===== config.mk =====
export PLATFORM = sky130hd
export DESIGN_NAME = photon_counter_top
export DESIGN_NICKNAME = d
export VERILOG_FILES = /design/src/logic/history_pkg.sv /design/src/logic/photon_pkg.sv /design/src/logic/photon_counter_top.sv /design/src/logic/uart_reporter.sv /design/src/logic/history_arbiter.sv /design/src/logic/history_writer.sv /design/src/logic/pulse_counter.sv
export SDC_FILE = /design/constraint.sdc
export NUM_CORES = 1
export LEC_CHECK = 0
export BUFFER_PORTS_ARGS = -buffer_cell sky130_fd_sc_hd__buf_2
export CORE_UTILIZATION = 45
export DETAILED_ROUTE_END_ITERATION = 7
export PLACE_DENSITY_LB_ADDON = 0.08
export SETUP_SLACK_MARGIN = 0.5
export SLEW_MARGIN = 20
export SYNTH_ARGS = -nofsm -noshare
export SYNTH_HDL_FRONTEND = slang
export SYNTH_SLANG_ARGS = --single-unit

===== constraint.sdc =====
create_clock -name clk_133MHz_210 -period 3.4 [get_ports clk_133MHz_210]
set_clock_uncertainty 0.05 [all_clocks]
set_input_delay 0.17 -clock clk_133MHz_210 [delete_from_list [all_inputs] [get_ports clk_133MHz_210]]
set_output_delay 0.17 -clock clk_133MHz_210 [all_outputs]
set_load 0.05 [all_outputs]

===== src/logic/history_pkg.sv =====
package history_pkg;

    ////////////////////////////////////////
    // History memory.
    ////////////////////////////////////////

    // One stored entry, also the saturation limit.
    localparam int ENTRY_W = 16;

    localparam int HIST_DEPTH  = 16;                  // Entries kept.
    localparam int HIST_ADDR_W = $clog2(HIST_DEPTH);  // Circular address.

    // Backlog must hold HIST_DEPTH itself.
    localparam int BACKLOG_W = HIST_ADDR_W + 1;

endpackage


===== src/logic/photon_pkg.sv =====
package photon_pkg;

    ////////////////////////////////////////
    // Photon counting.
    ////////////////////////////////////////

    // Window count and running total.
    localparam int COUNT_W = 32;

    localparam int SYNC_STAGES = 2;  // Flops per input pin.

    ////////////////////////////////////////
    // Serial link.
    ////////////////////////////////////////

    // 133.333 MHz over 115200 baud.
    localparam int BAUD_DIV = 1157;

    // Start, eight data, two stop.
    localparam int FRAME_BITS = 11;

    localparam int BAUD_CNT_W = $clog2(BAUD_DIV);  // Clocks within one bit.
    localparam int BIT_IDX_W  = $clog2(FRAME_BITS); // Bit position in frame.

endpackage

===== src/logic/photon_counter_top.sv =====
`timescale 1ns/1ps

module photon_counter_top (
    input  logic                           clk_133MHz_210,
    input  logic                           rst_n,
    input  logic                           photon_pulse,  // External detector pulse.
    input  logic                           sync_50Hz,     // Window marker.
    output logic                           count_valid,
    output logic [photon_pkg::COUNT_W-1:0] window_count,
    output logic [photon_pkg::COUNT_W-1:0] total_count,
    output logic                           uart_txd,
    output logic                           led            // History overflow.
);
    import history_pkg::*;

    // Write client to arbiter.
    logic                   wr_req;
    logic [HIST_ADDR_W-1:0] wr_addr;
    logic [ENTRY_W-1:0]     wr_data;
    logic                   wr_done;
    // Read client to arbiter.
    logic                   rd_req;
    logic [HIST_ADDR_W-1:0] rd_addr;
    logic                   rd_done;
    logic [ENTRY_W-1:0]     rd_data;

    logic entry_written;  // Writer to reporter notice.

    ////////////////////////////////////////
    // Counting and history.
    ////////////////////////////////////////
    pulse_counter ic_pulse_counter (
        .clk_133MHz_210 (clk_133MHz_210),
        .rst_n          (rst_n),
        .photon_pulse   (photon_pulse),
        .sync_50Hz      (sync_50Hz),
        .count_valid    (count_valid),
        .window_count   (window_count),
        .total_count    (total_count)
    );

    history_writer ic_history_writer (
        .clk_133MHz_210 (clk_133MHz_210),
        .rst_n          (rst_n),
        .count_valid    (count_valid),
        .window_count   (window_count),
        .wr_req         (wr_req),
        .wr_addr        (wr_addr),
        .wr_data        (wr_data),
        .wr_done        (wr_done),
        .entry_written  (entry_written)
    );

    // Shared memory port.
    history_arbiter ic_history_arbiter (
        .clk_133MHz_210 (clk_133MHz_210),
        .rst_n          (rst_n),
        .wr_req         (wr_req),
        .wr_addr        (wr_addr),
        .wr_data        (wr_data),
        .wr_done        (wr_done),
        .rd_req         (rd_req),
        .rd_addr        (rd_addr),
        .rd_done        (rd_done),
        .rd_data        (rd_data)
    );

    ////////////////////////////////////////
    // Serial reporting.
    ////////////////////////////////////////
    uart_reporter ic_uart_reporter (
        .clk_133MHz_210 (clk_133MHz_210),
        .rst_n          (rst_n),
        .entry_written  (entry_written),
        .rd_req         (rd_req),
        .rd_addr        (rd_addr),
        .rd_done        (rd_done),
        .rd_data        (rd_data),
        .uart_txd       (uart_txd),
        .led            (led)
    );

endmodule


===== src/logic/uart_reporter.sv =====
`timescale 1ns/1ps

module uart_reporter (
    input  logic                               clk_133MHz_210,
    input  logic                               rst_n,
    input  logic                               entry_written,  // New entry in memory.
    output logic                               rd_req,
    output logic [history_pkg::HIST_ADDR_W-1:0] rd_addr,
    input  logic                               rd_done,
    input  logic [history_pkg::ENTRY_W-1:0]     rd_data,
    output logic                               uart_txd,       // Idle high.
    output logic                               led             // Sticky overflow.
);
    import photon_pkg::*;
    import history_pkg::*;

    typedef enum logic [1:0] {S_IDLE, S_READ, S_SEND} state_t;

    state_t                state;
    logic [HIST_ADDR_W-1:0] rd_ptr;    // Oldest unsent entry.
    logic [BACKLOG_W-1:0]  backlog;   // Waiting entries including the in-flight one.
    logic                  taken;     // In-flight entry already out of the backlog.
    logic [ENTRY_W-1:0]    entry;
    logic                  byte_sel;  // Low while the high byte goes out.
    logic [BAUD_CNT_W-1:0] baud_cnt;
    logic [BIT_IDX_W-1:0]  bit_idx;
    logic [FRAME_BITS-1:0] frame;
    logic                  bit_end;
    logic                  send_end;
    logic                  consume;
    logic                  overflow;

    // Start bit at index 0 and two stop bits on top.
    assign frame    = {2'b11, byte_sel ? entry[7:0] : entry[ENTRY_W-1 -: 8], 1'b0};
    assign bit_end  = (state == S_SEND) && (baud_cnt == BAUD_CNT_W'(BAUD_DIV - 1));
    assign send_end = bit_end && (bit_idx == BIT_IDX_W'(FRAME_BITS - 1)) && byte_sel;
    assign consume  = send_end && !taken;
    assign overflow = entry_written && (backlog == BACKLOG_W'(HIST_DEPTH)) && !consume;

    always_ff @(posedge clk_133MHz_210 or negedge rst_n) begin
        if (!rst_n) begin
            state    <= S_IDLE;
            rd_ptr   <= '0;
            backlog  <= '0;
            taken    <= 1'b0;
            byte_sel <= 1'b0;
            baud_cnt <= '0;
            bit_idx  <= '0;
            rd_req   <= 1'b0;
            rd_addr  <= '0;
            uart_txd <= 1'b1;
            led      <= 1'b0;
        end else begin
            ////////////////////////////////////////
            // Backlog and overflow.
            ////////////////////////////////////////
            if (entry_written && !consume && !overflow) begin
                backlog <= backlog + 1'b1;
            end else if (consume && !entry_written) begin
                backlog <= backlog - 1'b1;
            end
            if (consume || overflow) begin
                rd_ptr <= rd_ptr + 1'b1;  // Overflow skips the overwritten slot.
            end
            if (overflow) begin
                led <= 1'b1;
            end
            if (send_end) begin
                taken <= 1'b0;
            end else if (overflow && state != S_IDLE) begin
                taken <= 1'b1;  // Its slot now holds the newest entry.
            end
            ////////////////////////////////////////
            // Read and transmit FSM.
            ////////////////////////////////////////
            case (state)
                S_IDLE: begin
                    uart_txd <= 1'b1;
                    // Wait out a notice because rd_ptr may move with it.
                    if (backlog != '0 && !entry_written) begin
                        rd_req  <= 1'b1;
                        rd_addr <= rd_ptr;
                        state   <= S_READ;
                    end
                end
                S_READ: begin
                    if (rd_done) begin
                        rd_req   <= 1'b0;
                        byte_sel <= 1'b0;  // High byte first.
                        baud_cnt <= '0;
                        bit_idx  <= '0;
                        state    <= S_SEND;
                    end
                end
                S_SEND: begin
                    uart_txd <= frame[bit_idx];  // LSB first after start.
                    if (bit_end) begin
                        baud_cnt <= '0;
                        if (bit_idx == BIT_IDX_W'(FRAME_BITS - 1)) begin
                            bit_idx  <= '0;
                            byte_sel <= 1'b1;
                            if (byte_sel) begin
                                state <= S_IDLE;  // Both frames out.
                            end
                        end else begin
                            bit_idx <= bit_idx + 1'b1;
                        end
                    end else begin
                        baud_cnt <= baud_cnt + 1'b1;
                    end
                end
                default: state <= S_IDLE;
            endcase
        end
    end

    // Entry being shifted out.
    always_ff @(posedge clk_133MHz_210) begin
        if (state == S_READ && rd_done) begin
            entry <= rd_data;
        end
    end

endmodule


===== src/logic/history_arbiter.sv =====
`timescale 1ns/1ps

module history_arbiter (
    input  logic                               clk_133MHz_210,
    input  logic                               rst_n,
    // Write client.
    input  logic                               wr_req,
    input  logic [history_pkg::HIST_ADDR_W-1:0] wr_addr,
    input  logic [history_pkg::ENTRY_W-1:0]     wr_data,
    output logic                               wr_done,
    // Read client.
    input  logic                               rd_req,
    input  logic [history_pkg::HIST_ADDR_W-1:0] rd_addr,
    output logic                               rd_done,
    output logic [history_pkg::ENTRY_W-1:0]     rd_data   // Valid with rd_done.
);
    import history_pkg::*;

    logic [ENTRY_W-1:0] mem [0:HIST_DEPTH-1];  // Single-port history RAM.

    logic last_rd;   // Read side was served last.
    logic busy;
    logic wr_grant;
    logic rd_grant;

    // No grant while a done is out since the client still holds its request.
    assign busy = wr_done | rd_done;

    // Round robin between two clients.
    assign wr_grant = ~busy & wr_req & (~rd_req | last_rd);
    assign rd_grant = ~busy & rd_req & ~wr_grant;

    ////////////////////////////////////////
    // Grant bookkeeping and done pulses.
    ////////////////////////////////////////
    always_ff @(posedge clk_133MHz_210 or negedge rst_n) begin
        if (!rst_n) begin
            wr_done <= 1'b0;
            rd_done <= 1'b0;
            last_rd <= 1'b0;
        end else begin
            wr_done <= wr_grant;  // One cycle after grant.
            rd_done <= rd_grant;
            if (wr_grant) begin
                last_rd <= 1'b0;
            end else if (rd_grant) begin
                last_rd <= 1'b1;
            end
        end
    end

    ////////////////////////////////////////
    // RAM access port.
    ////////////////////////////////////////
    always_ff @(posedge clk_133MHz_210) begin
        if (wr_grant) begin
            mem[wr_addr] <= wr_data;
        end
        if (rd_grant) begin
            rd_data <= mem[rd_addr];  // Lands together with rd_done.
        end
    end

endmodule


===== src/logic/history_writer.sv =====
`timescale 1ns/1ps

module history_writer (
    input  logic                               clk_133MHz_210,
    input  logic                               rst_n,
    input  logic                               count_valid,
    input  logic [photon_pkg::COUNT_W-1:0]     window_count,
    output logic                               wr_req,
    output logic [history_pkg::HIST_ADDR_W-1:0] wr_addr,     // Circular pointer.
    output logic [history_pkg::ENTRY_W-1:0]     wr_data,
    input  logic                               wr_done,
    output logic                               entry_written  // One cycle per write.
);
    import photon_pkg::*;
    import history_pkg::*;

    logic               over_range;
    logic [ENTRY_W-1:0] entry_sat;

    // Clamp anything above the entry range to all ones.
    assign over_range = |window_count[COUNT_W-1:ENTRY_W];
    assign entry_sat  = over_range ? {ENTRY_W{1'b1}} : window_count[ENTRY_W-1:0];

    always_ff @(posedge clk_133MHz_210 or negedge rst_n) begin
        if (!rst_n) begin
            wr_req        <= 1'b0;
            wr_addr       <= '0;
            entry_written <= 1'b0;
        end else begin
            entry_written <= 1'b0;
            if (wr_req) begin
                if (wr_done) begin
                    wr_req        <= 1'b0;  // Low the cycle after done.
                    wr_addr       <= wr_addr + 1'b1;  // Wraps at HIST_DEPTH.
                    entry_written <= 1'b1;
                end
            end else if (count_valid) begin
                wr_req <= 1'b1;
            end
            // A strobe during a pending write is lost.
        end
    end

    // Held stable for the whole request.
    always_ff @(posedge clk_133MHz_210) begin
        if (count_valid && !wr_req) begin
            wr_data <= entry_sat;
        end
    end

endmodule


===== src/logic/pulse_counter.sv =====
`timescale 1ns/1ps

module pulse_counter (
    input  logic                           clk_133MHz_210,
    input  logic                           rst_n,
    input  logic                           photon_pulse,  // Raw detector pin.
    input  logic                           sync_50Hz,     // Raw window marker.
    output logic                           count_valid,
    output logic [photon_pkg::COUNT_W-1:0] window_count,
    output logic [photon_pkg::COUNT_W-1:0] total_count
);
    import photon_pkg::*;

    // Top bit is the delayed copy for edge detection.
    logic [SYNC_STAGES:0] photon_sync;
    logic [SYNC_STAGES:0] sync_sync;
    logic                 photon_rise;
    logic                 sync_rise;
    logic [COUNT_W-1:0]   running;    // Photons in the open window.

    assign photon_rise = photon_sync[SYNC_STAGES-1] & ~photon_sync[SYNC_STAGES];
    assign sync_rise   = sync_sync[SYNC_STAGES-1] & ~sync_sync[SYNC_STAGES];

    ////////////////////////////////////////
    // Input synchronizers.
    ////////////////////////////////////////
    always_ff @(posedge clk_133MHz_210 or negedge rst_n) begin
        if (!rst_n) begin
            photon_sync <= '0;
            sync_sync   <= '0;
        end else begin
            photon_sync <= {photon_sync[SYNC_STAGES-1:0], photon_pulse};
            sync_sync   <= {sync_sync[SYNC_STAGES-1:0], sync_50Hz};
        end
    end

    ////////////////////////////////////////
    // Window counting.
    ////////////////////////////////////////
    always_ff @(posedge clk_133MHz_210 or negedge rst_n) begin
        if (!rst_n) begin
            count_valid  <= 1'b0;
            running      <= '0;
            window_count <= '0;
            total_count  <= '0;
        end else begin
            count_valid <= 1'b0;  // Strobe.
            if (sync_rise) begin
                // Photon on the sync edge opens the new window.
                running      <= COUNT_W'(photon_rise);
                window_count <= running;
                total_count  <= total_count + running;  // Only reset clears it.
                count_valid  <= 1'b1;
            end else begin
                running <= running + COUNT_W'(photon_rise);
            end
        end
    end

endmodule


==> reports/qor.yml <==
worst_pin_slew_ns: 1.00
synth_top_family_by_area: "multiplexers"
rows: 75
wirelength_mm: 43.3
critPathCaptureType: "flop"
grt_pass1_vias: 11500
antenna_found_initial: 0
ys_async_sr_fraction_pct: 32.6
syn_area_sq_um: 19500
nets: 1525
vias: 11300
path_clk_slew_ns: 0.06
dieArea_sq_um: 44100
fin_crit_ns: 2.77
h-tree-depth: 2
fp.dieW_um: 210
hold_viol_final: 0
synth_edf_count: 304
synthAdderAreaFrac_pct: 3.10
io_pins: 71
area_delta_synth_final_pct: 16.4
rsz0062_at_grt: "yes"
holdCritPathClass: "input port to async pin"
max_slew_margin_pct: 32.8
synthCells: 1346
drtIter0Drc: 789
met3_usage_pct: 3.37
crit_path_start_kind: "flop"
synth_cell_type_count: 69
initial_core_util_pct: 46.0
numCtsBuffers: 49
max_freq_mhz: 361
drc_errors: 0
clkSinkCount: 451
synth_flop_cell: "edfxtp_1"
overflow: 0
grt_usage_pct: 20.6
utilization_pct: 53.5
yosys_register_bits: 451
drtAntennaViolNets: 0
syn-num-nets: 1397
fin_crit_sh_pct: 81.6
vdd_drop_max_uv: 341
routed_via_density: 5.40
gp_congestion: 0.886
synth_mux_area_share_pct: 10.5
maxCapViolations: 0
cts_tree: "done"
layout-drive-gt1-share_pct: 24.6
syn_area_per_cell_sq_um: 14.5
cts_root_buf: "clkbuf_16"
synthSimpleGateAreaFrac_pct: 10.2
met2_usage_pct: 34.3
arrival_ns: 3.18
finalSetupViolCount: 0
grt_busiest_layer: "met2"
synth_xor_area_share_pct: 2.79
path_class: "flop to flop"
synth-compound-area-share_pct: 5.94
port_buffers: 70
antennaDiodeCount: 0
final_max_slew_viol_count: 0
cts_max_path_buffers: 3
grt_pass1_wl_mm: 68.4
dr.pass1.iters: 7
gr-usage-met1_pct: 28.2
hpwl_mm: 29.2
cp_max_fo: 5
core-area_sq_um: 42300
clock_latency_ns: 0.57
ys_seq_area_share_pct: 65.8
grt_max_degree: 81
p_leak_uw: 0.00881
required_ns: 3.80
powerDensity_nw_per_um2: 621
wl_per_cell_um: 20.8
ys_warn_count: 0
tns_ns: 0
fp.dieH_um: 210
outcome: "complete, no violations"
==> report_power, final <==
| part | switching, uW | internal (uW) |
|---|---|---|
| sequential | 390 | 6530 |
| combinational | 1090 | 794 |
| clock | 2160 | 3100 |
| total | 3640 | 10400 |
==> worst paths after layout <==
path,from,end,slack (ns),depth (start not counted)
hold / removal,rst_n,ic_uart_reporter.bit_idx[1]$_DFFE_PN0P_,0.04,2
hold reg to reg,ic_pulse_counter.photon_sync[0]$_DFF_PN0_,ic_pulse_counter.photon_sync[1]$_DFF_PN0_,0.30,0
min in group clk_133MHz_210,sync_50Hz,ic_pulse_counter.sync_sync[0]$_DFF_PN0_,0.19,2
setup reg to reg,ic_pulse_counter.running[0]$_DFF_PN0_,ic_pulse_counter.total_count[28]$_DFFE_PN0P_,0.63,10
max in group asynchronous,rst_n,ic_uart_reporter.rd_addr[0]$_DFFE_PN0P_,2.40,3
setup / recovery,ic_pulse_counter.running[0]$_DFF_PN0_,ic_pulse_counter.total_count[28]$_DFFE_PN0P_,0.63,10
==> layout by cell type, fill, tap and decap left out, types with 8 or more instances in the layout <==
| master | Yosys | routed |
|---|---|---|
| xnor2_1 | 36 | 36 |
| ha_1 | 45 | 39 |
| mux2_2 | 13 | 13 |
| nor2_2 | 0 | 12 |
| clkbuf_1 | 45 | 9 |
| nor3_1 | 17 | 12 |
| nor2_1 | 77 | 64 |
| and3_1 | 16 | 16 |
| clkbuf_16 | 0 | 49 |
| a21oi_1 | 31 | 29 |
| nand3_1 | 37 | 37 |
| mux4_2 | 83 | 83 |
| and2_1 | 13 | 13 |
| dfrtp_1 | 146 | 142 |
| nand2_1 | 180 | 180 |
| buf_4 | 0 | 56 |
| buf_2 | 5 | 69 |
| edfxtp_1 | 304 | 304 |
| or2_2 | 20 | 20 |
| xor2_1 | 26 | 26 |
| a31oi_1 | 9 | 8 |
| nand4_1 | 13 | 13 |
| a21o_1 | 24 | 24 |
| inv_1 | 30 | 28 |
| o21ai_0 | 63 | 61 |
==> stage by stage <==
| stage | power (uW) | worst slack (ns) | std cells | instance area (sq um) | hold slack, ns |
|---|---|---|---|---|---|
| final | 14100 | 0.627 | 2088 | 22700 | 0.0383 |
| after global routing | 14700 | 0.462 | 2088 | 22700 | 0.0471 |
| after CTS | 14200 | 0.445 | 2081 | 22500 | 0.0218 |
| after detailed placement | 8910 | 0.308 | 1989 | 20800 | 0.0556 |
| after global placement | 8880 | 0.399 | 1989 | 20800 | 0.0558 |
| after floorplan | 8220 | 0.550 | 1346 | 19500 | -0.176 |
==> flip-flops by register name (all words and copies together), names as in the netlist, 4 cells and up <==
register	cells
ic_uart_reporter.rd_ptr	4
ic_history_writer.wr_data	16
ic_uart_reporter.bit_idx	4
ic_pulse_counter.window_count	32
ic_history_arbiter.rd_data	16
ic_uart_reporter.entry	16
ic_pulse_counter.total_count	32
ic_history_writer.wr_addr	4
ic_pulse_counter.running	32
ic_history_arbiter.mem	256
ic_uart_reporter.rd_addr	4
ic_uart_reporter.backlog	5
ic_uart_reporter.baud_cnt	11
==> repair_timing <==
item,CTS,global route
buffers inserted,1,7
setup endpoints to repair,7,10
hold endpoints to repair,148,0
hold buffers,3,0
gates resized for setup,4,25
pin swaps,2,5
==> cell families after synthesis <==
group,count (synthesis)
AOI/OAI and AO/OA,180
xor gates and xnor gates,62
adders and majority gates,47
buffers and inverters,86
DFF,451
muxes,99
and+or+nand+nor,421
==> Yosys cell counts (7+ instances only) <==
cell type,count,share of area (%)
nor2_1,77,1.5
mux2_2,13,0.75
o21a_1,7,0.27
xor2_1,26,1.2
inv_1,30,0.58
nor3_1,17,0.44
dfrtp_1,146,19
a211oi_1,7,0.27
and3_1,16,0.51
and2_1,13,0.42
nand2b_1,8,0.26
nand2_1,180,3.5
clkbuf_1,45,0.87
a31oi_1,9,0.29
nand3_1,37,0.95
ha_1,45,2.9
or2_2,20,0.64
mux4_2,83,9.6
a21oi_1,31,0.80
nand4_1,13,0.42
xnor2_1,36,1.6
edfxtp_1,304,47
a21o_1,24,0.93
o21ai_0,63,1.6
==> cell type report <==
class	count	area, sq um
Inverter	30	113
Timing Repair Buffer	133	887
Sequential cell	451	12800
Multi-Input combinational cell	809	6530
Clock inverter	27	287
Clock buffer	61	1300
Tap cell	577	722
Fill cell	3529	19700
==> critical path, cell delays in order (launching register included) <==
cell	delay, ns
dfrtp_1	0.41
ha_4	0.17
inv_1	0.05
fa_2	0.35
nor2b_2	0.19
o31ai_2	0.12
o2111ai_2	0.26
nand3_2	0.11
o31a_1	0.40
o2111ai_2	0.20
or3b_1	0.36
==> layer usage <==
layer / wire (um) / part of all wire [%]
met1: 19600 / 45
met2: 21200 / 49
met3: 1690 / 3.9
met4: 898 / 2.1
met5: 0 / 0
No activity file was read; power rests on OpenSTA's default activity.
